--- config.mk ---
export PLATFORM = sky130hd
export DESIGN_NAME = noc_tx_top
export DESIGN_NICKNAME = d
export VERILOG_FILES = /design/src/common/noc_pkg.sv /design/src/packet_store/packet_store.sv /design/src/cpu_port/cpu_packet_regs.sv /design/src/rtl/packet_transfer_buffer.sv /design/src/rtl/noc_tx_top.sv
export SDC_FILE = /design/constraint.sdc
export NUM_CORES = 1
export LEC_CHECK = 0
export BUFFER_PORTS_ARGS = -buffer_cell sky130_fd_sc_hd__buf_2
export CORE_ASPECT_RATIO = 2
export CORE_MARGIN = 2
export CORE_UTILIZATION = 40
export CTS_CLUSTER_SIZE = 40
export DETAILED_ROUTE_END_ITERATION = 10
export PLACE_DENSITY = 0.59
export SLEW_MARGIN = 15
export SYNTH_ARGS = -nofsm -noshare
export SYNTH_HDL_FRONTEND = slang
export SYNTH_SLANG_ARGS = --single-unit
--- constraint.sdc ---
create_clock -name nocclk -period 14.2 [get_ports nocclk]
set_input_delay 0.71 -clock nocclk [delete_from_list [all_inputs] [get_ports nocclk]]
set_output_delay 0.71 -clock nocclk [all_outputs]
set_load 0.01 [all_outputs]
--- src/common/noc_pkg.sv ---
package noc_pkg;

    localparam int FLIT_WIDTH = 32;
    localparam int MAX_FLITS  = 8;
    localparam int SLOT_COUNT = 2;

    localparam int FLIT_IDX_WIDTH = $clog2(MAX_FLITS);  // Selects a flit inside a buffer
    localparam int SLOT_IDX_WIDTH = $clog2(SLOT_COUNT);

    typedef logic [FLIT_WIDTH-1:0] flit_t;

    // Counts flits, so tail_index is the packet length
    typedef logic [3:0] flit_num_t;

    typedef logic [3:0] cpu_addr_t;

    typedef logic [SLOT_IDX_WIDTH-1:0] slot_idx_t;

    // 0 to 7 are flit words
    localparam cpu_addr_t CPU_ADDR_LAUNCH = 4'd8;

    typedef struct packed {
        flit_t [MAX_FLITS-1:0] buffer;
        flit_num_t             tail_index;
    } packet_element_t;

endpackage

--- src/packet_store/packet_store.sv ---
`timescale 1ns/1ps

module packet_store
    import noc_pkg::*;
(
    input  logic            nocclk,
    input  logic            rst_n,

    input  flit_t           in_flit,
    input  logic            in_flit_last,
    input  logic            in_flit_valid,
    output logic            in_flit_ready,

    output packet_element_t transfered_packet,
    output logic            transfered_packet_valid,
    input  logic            transfered_packet_completed
);

    packet_element_t       slot_buf [SLOT_COUNT];
    logic [SLOT_COUNT-1:0] slot_full;
    logic [SLOT_COUNT-1:0] full_next;
    slot_idx_t             fill_ptr;
    slot_idx_t             fill_ptr_next;
    slot_idx_t             rd_ptr;
    flit_num_t             wr_idx;
    logic                  accept;

    assign accept = in_flit_valid && in_flit_ready;

    always_comb begin
        full_next     = slot_full;
        fill_ptr_next = fill_ptr;
        if (transfered_packet_completed) begin
            full_next[rd_ptr] = 1'b0;
        end
        if (accept && in_flit_last) begin
            full_next[fill_ptr] = 1'b1;
            fill_ptr_next       = fill_ptr + 1'b1;
        end
    end

    always_ff @(posedge nocclk or negedge rst_n) begin
        if (!rst_n) begin
            slot_full     <= '0;
            fill_ptr      <= '0;
            rd_ptr        <= '0;
            wr_idx        <= '0;
            in_flit_ready <= 1'b0;
        end else begin
            slot_full     <= full_next;
            fill_ptr      <= fill_ptr_next;
            in_flit_ready <= !full_next[fill_ptr_next];  // Fill slot still free
            if (transfered_packet_completed) begin
                rd_ptr <= rd_ptr + 1'b1;
            end
            if (accept) begin
                wr_idx <= in_flit_last ? '0 : wr_idx + 4'd1;
            end
        end
    end

    // Slot payload
    always_ff @(posedge nocclk) begin
        if (accept) begin
            slot_buf[fill_ptr].buffer[wr_idx[FLIT_IDX_WIDTH-1:0]] <= in_flit;
            if (in_flit_last) begin
                slot_buf[fill_ptr].tail_index <= wr_idx + 4'd1;
            end
        end
    end

    // Oldest finished slot
    assign transfered_packet       = slot_buf[rd_ptr];
    assign transfered_packet_valid = slot_full[rd_ptr];

    a_max_len: assert property (
        @(posedge nocclk) disable iff (!rst_n)
        (accept && (wr_idx == flit_num_t'(MAX_FLITS - 1))) |-> in_flit_last
    );

endmodule

--- src/cpu_port/cpu_packet_regs.sv ---
`timescale 1ns/1ps

module cpu_packet_regs
    import noc_pkg::*;
(
    input  logic            nocclk,
    input  logic            rst_n,

    input  logic            cpu_req,
    input  cpu_addr_t       cpu_addr,
    input  flit_t           cpu_wdata,
    output logic            cpu_ack,

    output packet_element_t cpu_transfered_packet,
    output logic            cpu_transfered_packet_valid,
    input  logic            cpu_transfered_packet_completed
);

    typedef enum logic {
        WAIT_REQ,
        WAIT_DROP
    } hs_state_t;

    hs_state_t       state;
    packet_element_t pkt;
    logic            pending;
    logic            wr_en;
    logic            launch;
    flit_num_t       launch_len;

    // No new write while a launched packet is out
    assign wr_en      = (state == WAIT_REQ) && cpu_req && !pending;
    assign launch_len = cpu_wdata[3:0];
    assign launch     = wr_en && (cpu_addr == CPU_ADDR_LAUNCH) && (launch_len != '0) &&
                        (launch_len <= flit_num_t'(MAX_FLITS));

    always_ff @(posedge nocclk or negedge rst_n) begin
        if (!rst_n) begin
            state   <= WAIT_REQ;
            cpu_ack <= 1'b0;
            pending <= 1'b0;
        end else begin
            case (state)
                WAIT_REQ: begin
                    if (wr_en) begin
                        cpu_ack <= 1'b1;
                        state   <= WAIT_DROP;
                    end
                end
                default: begin
                    if (!cpu_req) begin
                        cpu_ack <= 1'b0;
                        state   <= WAIT_REQ;
                    end
                end
            endcase
            if (launch) begin
                pending <= 1'b1;
            end else if (cpu_transfered_packet_completed) begin
                pending <= 1'b0;
            end
        end
    end

    always_ff @(posedge nocclk) begin
        if (wr_en && (cpu_addr < cpu_addr_t'(MAX_FLITS))) begin
            pkt.buffer[cpu_addr[FLIT_IDX_WIDTH-1:0]] <= cpu_wdata;
        end
        if (launch) begin
            pkt.tail_index <= launch_len;
        end
    end

    assign cpu_transfered_packet       = pkt;
    assign cpu_transfered_packet_valid = pending;

    a_ack_with_req: assert property (
        @(posedge nocclk) disable iff (!rst_n)
        $rose(cpu_ack) |-> cpu_req
    );

endmodule

--- src/rtl/packet_transfer_buffer.sv ---
`timescale 1ns/1ps

module packet_transfer_buffer
    import noc_pkg::*;
(
    input  logic            nocclk,
    input  logic            rst_n,

    input  packet_element_t transfered_packet,
    input  logic            transfered_packet_valid,
    output logic            transfered_packet_completed,  // One cycle, frees the store slot

    input  packet_element_t cpu_transfered_packet,
    input  logic            cpu_transfered_packet_valid,
    output logic            cpu_transfered_packet_completed,

    input  logic            transfered_flit_ready,
    output logic            transfered_flit_valid,
    output flit_t           transfered_flit,
    output flit_t           transfered_head_flit
);

    typedef enum logic [1:0] {
        IDLE,
        SEND_LINK,
        SEND_CPU
    } state_t;

    state_t    state;
    flit_num_t current_flit_num;
    flit_num_t next_flit_num;
    logic      is_end_of_packet;
    logic      flit_handshake;

    assign next_flit_num  = current_flit_num + 4'd1;
    assign flit_handshake = transfered_flit_valid && transfered_flit_ready;

    always_comb begin
        case (state)
            SEND_LINK: begin
                is_end_of_packet      = transfered_packet.tail_index == next_flit_num;
                transfered_flit_valid = transfered_packet_valid &&
                                        (transfered_packet.tail_index > current_flit_num);
                transfered_flit       =
                    transfered_packet.buffer[current_flit_num[FLIT_IDX_WIDTH-1:0]];
                transfered_head_flit  = transfered_packet.buffer[0];
            end
            SEND_CPU: begin
                is_end_of_packet      = cpu_transfered_packet.tail_index == next_flit_num;
                transfered_flit_valid = cpu_transfered_packet_valid &&
                                        (cpu_transfered_packet.tail_index > current_flit_num);
                transfered_flit       =
                    cpu_transfered_packet.buffer[current_flit_num[FLIT_IDX_WIDTH-1:0]];
                transfered_head_flit  = cpu_transfered_packet.buffer[0];
            end
            default: begin
                is_end_of_packet      = 1'b0;
                transfered_flit_valid = 1'b0;
                transfered_flit       = '0;
                transfered_head_flit  = '0;
            end
        endcase
    end

    // Packet ends only when its last flit is taken
    assign transfered_packet_completed =
        (state == SEND_LINK) && flit_handshake && is_end_of_packet;
    assign cpu_transfered_packet_completed =
        (state == SEND_CPU) && flit_handshake && is_end_of_packet;

    always_ff @(posedge nocclk or negedge rst_n) begin
        if (!rst_n) begin
            current_flit_num <= '0;
        end else if (state == IDLE) begin
            current_flit_num <= '0;
        end else if (flit_handshake) begin
            current_flit_num <= is_end_of_packet ? '0 : next_flit_num;
        end
    end

    always_ff @(posedge nocclk or negedge rst_n) begin
        if (!rst_n) begin
            state <= IDLE;
        end else begin
            case (state)
                IDLE: begin
                    if (transfered_packet_valid) begin  // Link side wins
                        state <= SEND_LINK;
                    end else if (cpu_transfered_packet_valid) begin
                        state <= SEND_CPU;
                    end
                end
                SEND_LINK, SEND_CPU: begin
                    if (flit_handshake && is_end_of_packet) begin
                        state <= IDLE;
                    end
                end
                default: begin
                    state <= IDLE;
                end
            endcase
        end
    end

    // Sources must hold their packet until completion
    a_flit_stable: assert property (
        @(posedge nocclk) disable iff (!rst_n)
        (transfered_flit_valid && !transfered_flit_ready) |=>
            (transfered_flit_valid && $stable(transfered_flit))
    );

    a_one_completion: assert property (
        @(posedge nocclk) disable iff (!rst_n)
        !(transfered_packet_completed && cpu_transfered_packet_completed)
    );

endmodule

--- src/rtl/noc_tx_top.sv ---
`timescale 1ns/1ps

module noc_tx_top
    import noc_pkg::*;
(
    input  logic      nocclk,
    input  logic      rst_n,

    input  flit_t     in_flit,
    input  logic      in_flit_last,
    input  logic      in_flit_valid,
    output logic      in_flit_ready,

    input  logic      cpu_req,
    input  cpu_addr_t cpu_addr,
    input  flit_t     cpu_wdata,
    output logic      cpu_ack,

    input  logic      transfered_flit_ready,
    output logic      transfered_flit_valid,
    output flit_t     transfered_flit,
    output flit_t     transfered_head_flit
);

    packet_element_t transfered_packet;
    logic            transfered_packet_valid;
    logic            transfered_packet_completed;
    packet_element_t cpu_transfered_packet;
    logic            cpu_transfered_packet_valid;
    logic            cpu_transfered_packet_completed;

    packet_store i_packet_store (
        .nocclk                      (nocclk),
        .rst_n                       (rst_n),
        .in_flit                     (in_flit),
        .in_flit_last                (in_flit_last),
        .in_flit_valid               (in_flit_valid),
        .in_flit_ready               (in_flit_ready),
        .transfered_packet           (transfered_packet),
        .transfered_packet_valid     (transfered_packet_valid),
        .transfered_packet_completed (transfered_packet_completed)
    );

    cpu_packet_regs i_cpu_packet_regs (
        .nocclk                          (nocclk),
        .rst_n                           (rst_n),
        .cpu_req                         (cpu_req),
        .cpu_addr                        (cpu_addr),
        .cpu_wdata                       (cpu_wdata),
        .cpu_ack                         (cpu_ack),
        .cpu_transfered_packet           (cpu_transfered_packet),
        .cpu_transfered_packet_valid     (cpu_transfered_packet_valid),
        .cpu_transfered_packet_completed (cpu_transfered_packet_completed)
    );

    packet_transfer_buffer i_packet_transfer_buffer (
        .nocclk                          (nocclk),
        .rst_n                           (rst_n),
        .transfered_packet               (transfered_packet),
        .transfered_packet_valid         (transfered_packet_valid),
        .transfered_packet_completed     (transfered_packet_completed),
        .cpu_transfered_packet           (cpu_transfered_packet),
        .cpu_transfered_packet_valid     (cpu_transfered_packet_valid),
        .cpu_transfered_packet_completed (cpu_transfered_packet_completed),
        .transfered_flit_ready           (transfered_flit_ready),
        .transfered_flit_valid           (transfered_flit_valid),
        .transfered_flit                 (transfered_flit),
        .transfered_head_flit            (transfered_head_flit)
    );

endmodule

* Yosys cells after proc, flatten, opt, wreduce, memory -nomap -nowiden
Memories as Yosys holds them, arrays and structs flattened.
Index checks and enable logic that the tools add are counted.
** Storage, ports and cells
- Memory bits (writable) :: 520
- Memories kept :: 1
- Register bits after elaboration :: 278
- Word-level logic and storage cells :: 125
- Output and inout bits :: 67
** Memory list
- i_packet_store.slot_buf :: depth 2, width 260, read ports 1, clocked after memory_dff 0, wr ports 1, line packet_store.sv:19 : packet_element_t slot_buf [SLOT_COUNT];
** Operators by class
- Magnitude comparators :: 14
- Reductions and logical operators :: 30
- Eq/ne operators :: 8
- Muxes and demuxes :: 45
- Add/sub/neg operators :: 4
- Bitwise gates (word level) :: 4
** Operators by type and width (count)
- 256-bit bitwise mux :: 1
- 256-bit two-way mux :: 1
- 32-bit binary-select mux with 3-bit select :: 2
- 32-bit demux with 3-bit select :: 2
- 32-bit two-way mux :: 4
- 32-bit case mux with 2 select lines :: 2
- 1-bit logical AND :: 20
- 1-bit two-way mux :: 19
- 4-bit two-way mux :: 4
- 3-bit by 4-bit less-than comparator with 1-bit output (second input constant) :: 3
- 2-bit two-way mux :: 5
- 4-bit by 1-bit adder with 4-bit output (second input constant) :: 2
- 4-bit equality test :: 2
- 4-bit > comparator :: 2
- 3-bit by 1-bit >= comparator with 1-bit output (second input constant) :: 2
- 1-bit by 2-bit less-than comparator with 1-bit output (second input constant) :: 3
- 2-bit nonzero test :: 3
- 4-bit equality test (second input constant) :: 1
- 4-bit <= comparator (second input constant) :: 1
- 4-bit less-than comparator (second input constant) :: 1
- 1-bit case mux with 2 select lines :: 2
- 2-bit case mux with 2 select lines :: 1
- 2-bit AND reduction :: 2
- 4-bit nonzero test :: 1
- other kinds (15) :: 19

* Depth between registers and ports, before layout
- Word-level depth :: 13
- Mapped depth :: 11

* Cells and area by module
A second synthesis with hierarchy kept.
** Unflattened totals
- Cell total of the unflattened synthesis :: 1756
- Area, all modules :: 32822.7 um^2
** By module, submodules not included
- packet_store :: area an instance 19299.8 um^2, seq. area each 15840.2 um^2, times used 1, cells an instance 871
- cpu_packet_regs :: area an instance 8031.5 um^2, seq. area each 7882.6 um^2, times used 1, cells an instance 288
- packet_transfer_buffer :: area an instance 5491.5 um^2, seq. area each 150.1 um^2, times used 1, cells an instance 597

* Worst setup path before layout
No wires, ideal clock.
- Path type :: input-to-reg
- Start point :: input port in_flit_valid
- End point :: memory i_packet_store.slot_buf[0][10] in the netlist's numbering (enable)
- Data arrival time :: 4.426 ns
- Buffers on the path :: 0
- Setup time :: 0.513 ns
- Required time :: 13.687 ns
- Stages on the path :: 3
- Slack :: 9.262 ns
- Path through :: nand2_1 > nor2_1 > nor4b_1
** On the way
- Word-level cells in the longest chain between the ends :: 3
** Ends and longest elaborated chain
- start: declaration :: line noc_tx_top.sv:11 : input logic in_flit_valid,
- 1-bit logical AND :: line packet_store.sv:28 : assign accept = in_flit_valid && in_flit_ready;
- 1-bit two-way mux :: line packet_store.sv:64 : if (accept) begin
- 256-bit two-way mux (not written as such) :: line packet_store.sv:65 : slot_buf[fill_ptr].buffer[wr_idx[FLIT_IDX_WIDTH-1:0]] <= in_flit;
- end: declaration :: line packet_store.sv:19
Every way passes these cells.

* Worst setup path in the final report
- Start point :: register i_packet_transfer_buffer.current_flit_num[1]
- End point :: output port transfered_flit[23]
** On the way
- Word-level cells in the longest chain between the ends :: 3
** Ends and longest elaborated chain
- start: declaration :: line packet_transfer_buffer.sv:30 : flit_num_t current_flit_num;
- start signal: assignment :: line packet_transfer_buffer.sv:77 : current_flit_num <= is_end_of_packet ? '0 : next_flit_num;
- 32-bit binary-select mux with 3-bit select (on tied branches) :: line packet_transfer_buffer.sv:53, packet_transfer_buffer.sv:45
- 32-bit two-way mux (on tied branches) :: line packet_transfer_buffer.sv:53, packet_transfer_buffer.sv:45
- 32-bit case mux with 2 select lines (*) :: line packet_transfer_buffer.sv:39 : case (state)
- end: declaration :: line noc_tx_top.sv:21 : output flit_t transfered_flit,
Every way passes the cells marked *; elsewhere a longest branch is shown, timed or not. The select of a mux whose other input is x is not followed.

==> run summary <==
Across all setup checks in the final design, the least slack found is 8.212 ns. Leaving out fill and tap cells, the most frequent cell in the layout is edfxtp_1. The detailed router placed 15990 vias in this run.

Die extent in x: 203.4 um. Setup repair after global routing left no endpoint under its margin. The tool flagged a number of max-cap violations equal to 0. The worst reg2reg path endpoint was i_packet_transfer_buffer.current_flit_num[2]$_DFFE_PN0P_.

In this design, the critical path's most frequently occurring cell is buf_4. The run gives 1618 as the count of mapped cells out of synthesis. The worst supply voltage drop on vdd came out at 0.1065 mV. In the synthesized netlist the dominant register cell turns out to be edfxtp_1. The count of unique library cells instantiated by Yosys is 51. The post-CTS clock slew at the launch and capture registers of the worst setup and hold paths was 0.07 ns; the detailed router's first-iteration violation count was 1368. The floorplan has 146 rows. The HPWL after detailed placement was 44110 um; the worst reg-to-reg setup slack was 10.86 ns.

Of the available clock period, the critical path in the final layout requires 42.17%. For this design, the slowest cell found on the critical path is buf_4. The final number of hold-violating endpoints came out at 0. The startpoint of the worst-slack reg-to-reg timing path was i_packet_transfer_buffer.current_flit_num[1]$_DFFE_PN0P_. The total overflow left after global routing is 0. The run gives 0 as the number of hold buffers added after cts. In the final routed layout, each cell accounts on average for 26.86 um. For the final non-filler cell area, the log shows 36000 um^2. The number of nets in the synthesized netlist is 1707. STA classifies the critical path endpoint as a primary output. The run finished with clean final reports.

The fraction of layout instances using a drive strength above 1 is 28.63%, and the maximum clock insertion buffer count is 3. The floorplan step defined a die boundary enclosing 81890 um^2. After detailed routing, the number of vias per cell comes to 5.598. The post-synthesis async set-or-reset flop share was 2.256%. The critical setup path kind was reg -> out. The setup-violating endpoint count in the final report was 0.

Measured against its own limit, the worst slew margin works out to 30.24%. Clock latency on the worst-skew pair, taken at its later pin, is 0.63 ns. The classification of the worst-slack hold path is in -> async. For the total detailed-routing wirelength, the log shows 76720 um. The areal power density over the cells was 154.6 nW/um^2; the number of buffers inserted by port buffering was 140. Traced cell by cell, the critical path runs through buf_4, buf_4, buf_4, mux4_2, mux4_2, a22oi_1, nor2_1, buf_2.

The via count of the first global-routing pass was 16580; the vertical die dimension was 402.7 um. The run gives 0 as the max-slew violation count. TritonCTS built the clock tree. Cells fill 45.62% of the core in the end. Once detail routing completed, the nets flagged for antenna violations numbered 0. The floorplan step defined a core boundary enclosing 78920 um^2.

The slew at the pin closest to its max-slew limit was 1.032 ns. Global routing used 19.09% of the available tracks across all layers. Routability-driven placement finished with a final weighted congestion of 0.7416. The number of antenna diodes in the final layout is 0. The synthesized design contains 798 register bits. The critical path buffer and inverter count came out at 4. The placed instances occupy a cell area of 33800 um^2. STA puts the critical path data required time at 13.49 ns.

The number of buffers created by CTS was 67. In this design, the stage delay of the slowest critical-path cell is 0.90 ns. Timing would allow up to 167.0 MHz.

The tools report the setup fix buffers added after clock tree synthesis as 0. In the layout the commonest cells are edfxtp_1, mux4_2, buf_2. The number of H-tree branching levels was 3. The gate family responsible for the most delay along the worst path was buffers and inverters. The number of warnings printed during yosys synthesis was 0. Entering global routing, the biggest net connects 113 pins. Adding up every negative setup slack in the final design gives 0 ns. Timing analysis after detailed placement gives a worst setup slack of 8.801 ns. For this design, the sink count on the clock tree is 798.

Averaged over all synthesized cells, the footprint is 19.65 um^2. The peak fanout along the critical path is 74. The pre-antenna-repair detailed-routing pass consisted of 6 iterations. The cell sitting at the root of the clock tree is a clkbuf_16.

The analysis attributes to cell leakage a power of 11.37 nW. The top-level I/O count is 141. In the final design database the tool counted 1857 nets. The worst setup path is launched from a register. The depth of the worst register-to-register path came out at 8.

The smallest clock period supported by the final layout is computed as 5.988 ns. The run gives 75.09% as the share of the yosys chip area belonging to registers. The number of antenna violations at the first check in global routing was 15; the synthesized area was 31790 um^2.

Data on the critical path arrives at its endpoint at 5.28 ns. The number of flops mapped to enable cells by yosys was 780; the detailed-route DRC error count was 0. The first global-routing pass estimated 113100 um of wire. The post-cts gate resize count is 0, and the final clock skew is 0.01793 ns.

Compared with the post-synthesis result, the final layout area differs by 13.22%. Initial standard-cell utilization of the core: 40.29%.
## routing by layer
metal	share of wire (%)	global-route usage (%)	routed length, um
met1	40	24.37	30420
met2	52	33.05	39560
met5	0.20	0	152
met3	6.6	3.959	5051
met4	2.0	5.122	1534
## synthesized netlist by cell type, drive strengths merged (12+ instances only)
library cell | instances | area, um^2
edfxtp | 780 | 23420
mux4 | 185 | 4167
nand2 | 125 | 469.2
nor2 | 103 | 386.6
a22oi | 57 | 427.9
clkbuf | 51 | 191.4
buf | 46 | 287.8
mux2i | 38 | 380.4
mux2 | 37 | 416.7
a21oi | 33 | 165.2
nor3 | 19 | 95.09
dfrtp | 18 | 450.4
o21ai | 18 | 90.09
ha | 15 | 187.7
a221oi | 14 | 122.6
inv | 12 | 45.04
## worst max-delay path by stage
| stage | from | endpoint | depth (start not counted) | slack, ns |
|---|---|---|---|---|
| 2_1_floorplan | in_flit_valid | i_packet_store.slot_buf[0][10]$_DFFE_PP_ | 3 | 9.26 |
| 3_3_place_gp | i_packet_transfer_buffer.current_flit_num[1]$_DFFE_PN0P_ | transfered_flit[23] | 8 | 8.84 |
| 3_5_place_dp | i_packet_transfer_buffer.current_flit_num[1]$_DFFE_PN0P_ | transfered_flit[23] | 8 | 8.80 |
| 4_1_cts | i_packet_transfer_buffer.current_flit_num[1]$_DFFE_PN0P_ | transfered_flit[23] | 8 | 8.10 |
| 5_1_grt | i_packet_transfer_buffer.current_flit_num[1]$_DFFE_PN0P_ | transfered_flit[23] | 8 | 7.87 |
| 6_report | i_packet_transfer_buffer.current_flit_num[1]$_DFFE_PN0P_ | transfered_flit[23] | 8 | 8.21 |
## worst register-to-register path: stages (launching register included)
cell and delay (ns):
dfrtp_4 0.66, clkinv_1 0.61, ha_1 0.55, and4b_1 0.19, a211oi_1 0.05, nor3_1 0.37, o211a_1 0.31, mux2i_1 0.10
a2111oi_0 0.37
## logic make-up after synthesis
kind of cell    after synthesis  synth area share, %
compound gates              142                3.046
fa+ha+maj                    15               0.5903
simple gates                284                3.758
xor+xnor                      9               0.2479
buf+inv                     110                1.661
flops                       798                75.09
mux                         260                15.61
## power by group
group | switching (mW) | internal, mW | leakage (nW)
registers | 0.0549 | 2.64 | 7.24
clock network | 0.830 | 1.04 | 1.05
logic | 0.605 | 0.396 | 3.08
## final cells by class
type / count / area [um^2]
well taps: 1036 / 1296
multi-input cells: 710 / 7565
flip-flops and latches: 798 / 23880
clock buffers: 84 / 1772
repair buffers: 178 / 1023
clock inverters: 37 / 407.9
inverters: 13 / 50.05
fillers: 6717 / 42920
## sequential cells by signal, indices dropped and copies added, names as in the netlist
name / flops
i_packet_store.slot_buf: 520
i_cpu_packet_regs.cpu_transfered_packet: 260
i_packet_store.wr_idx: 4
i_packet_store.fill_ptr: 1
i_cpu_packet_regs.cpu_ack: 1
i_cpu_packet_regs.cpu_transfered_packet_valid: 1
i_cpu_packet_regs.state: 1
i_packet_transfer_buffer.current_flit_num: 4
i_packet_store.rd_ptr: 1
i_packet_transfer_buffer.state: 2
i_packet_store.in_flit_ready: 1
i_packet_store.slot_full: 2
## stage by stage
| stage | hold slack (ns) | total power [mW] | instances |
|---|---|---|---|
| after detailed placement | 0.4904 | 3.762 | 2734 |
| after CTS | 0.01073 | 5.620 | 2855 |
| after global placement | 0.4750 | 3.747 | 2734 |
| after floorplan | 0.4144 | 3.393 | 1618 |
| after global routing | 0.03063 | 5.776 | 2856 |
| final | 0.02514 | 5.566 | 2856 |
Power figures use the tool's default switching activity.
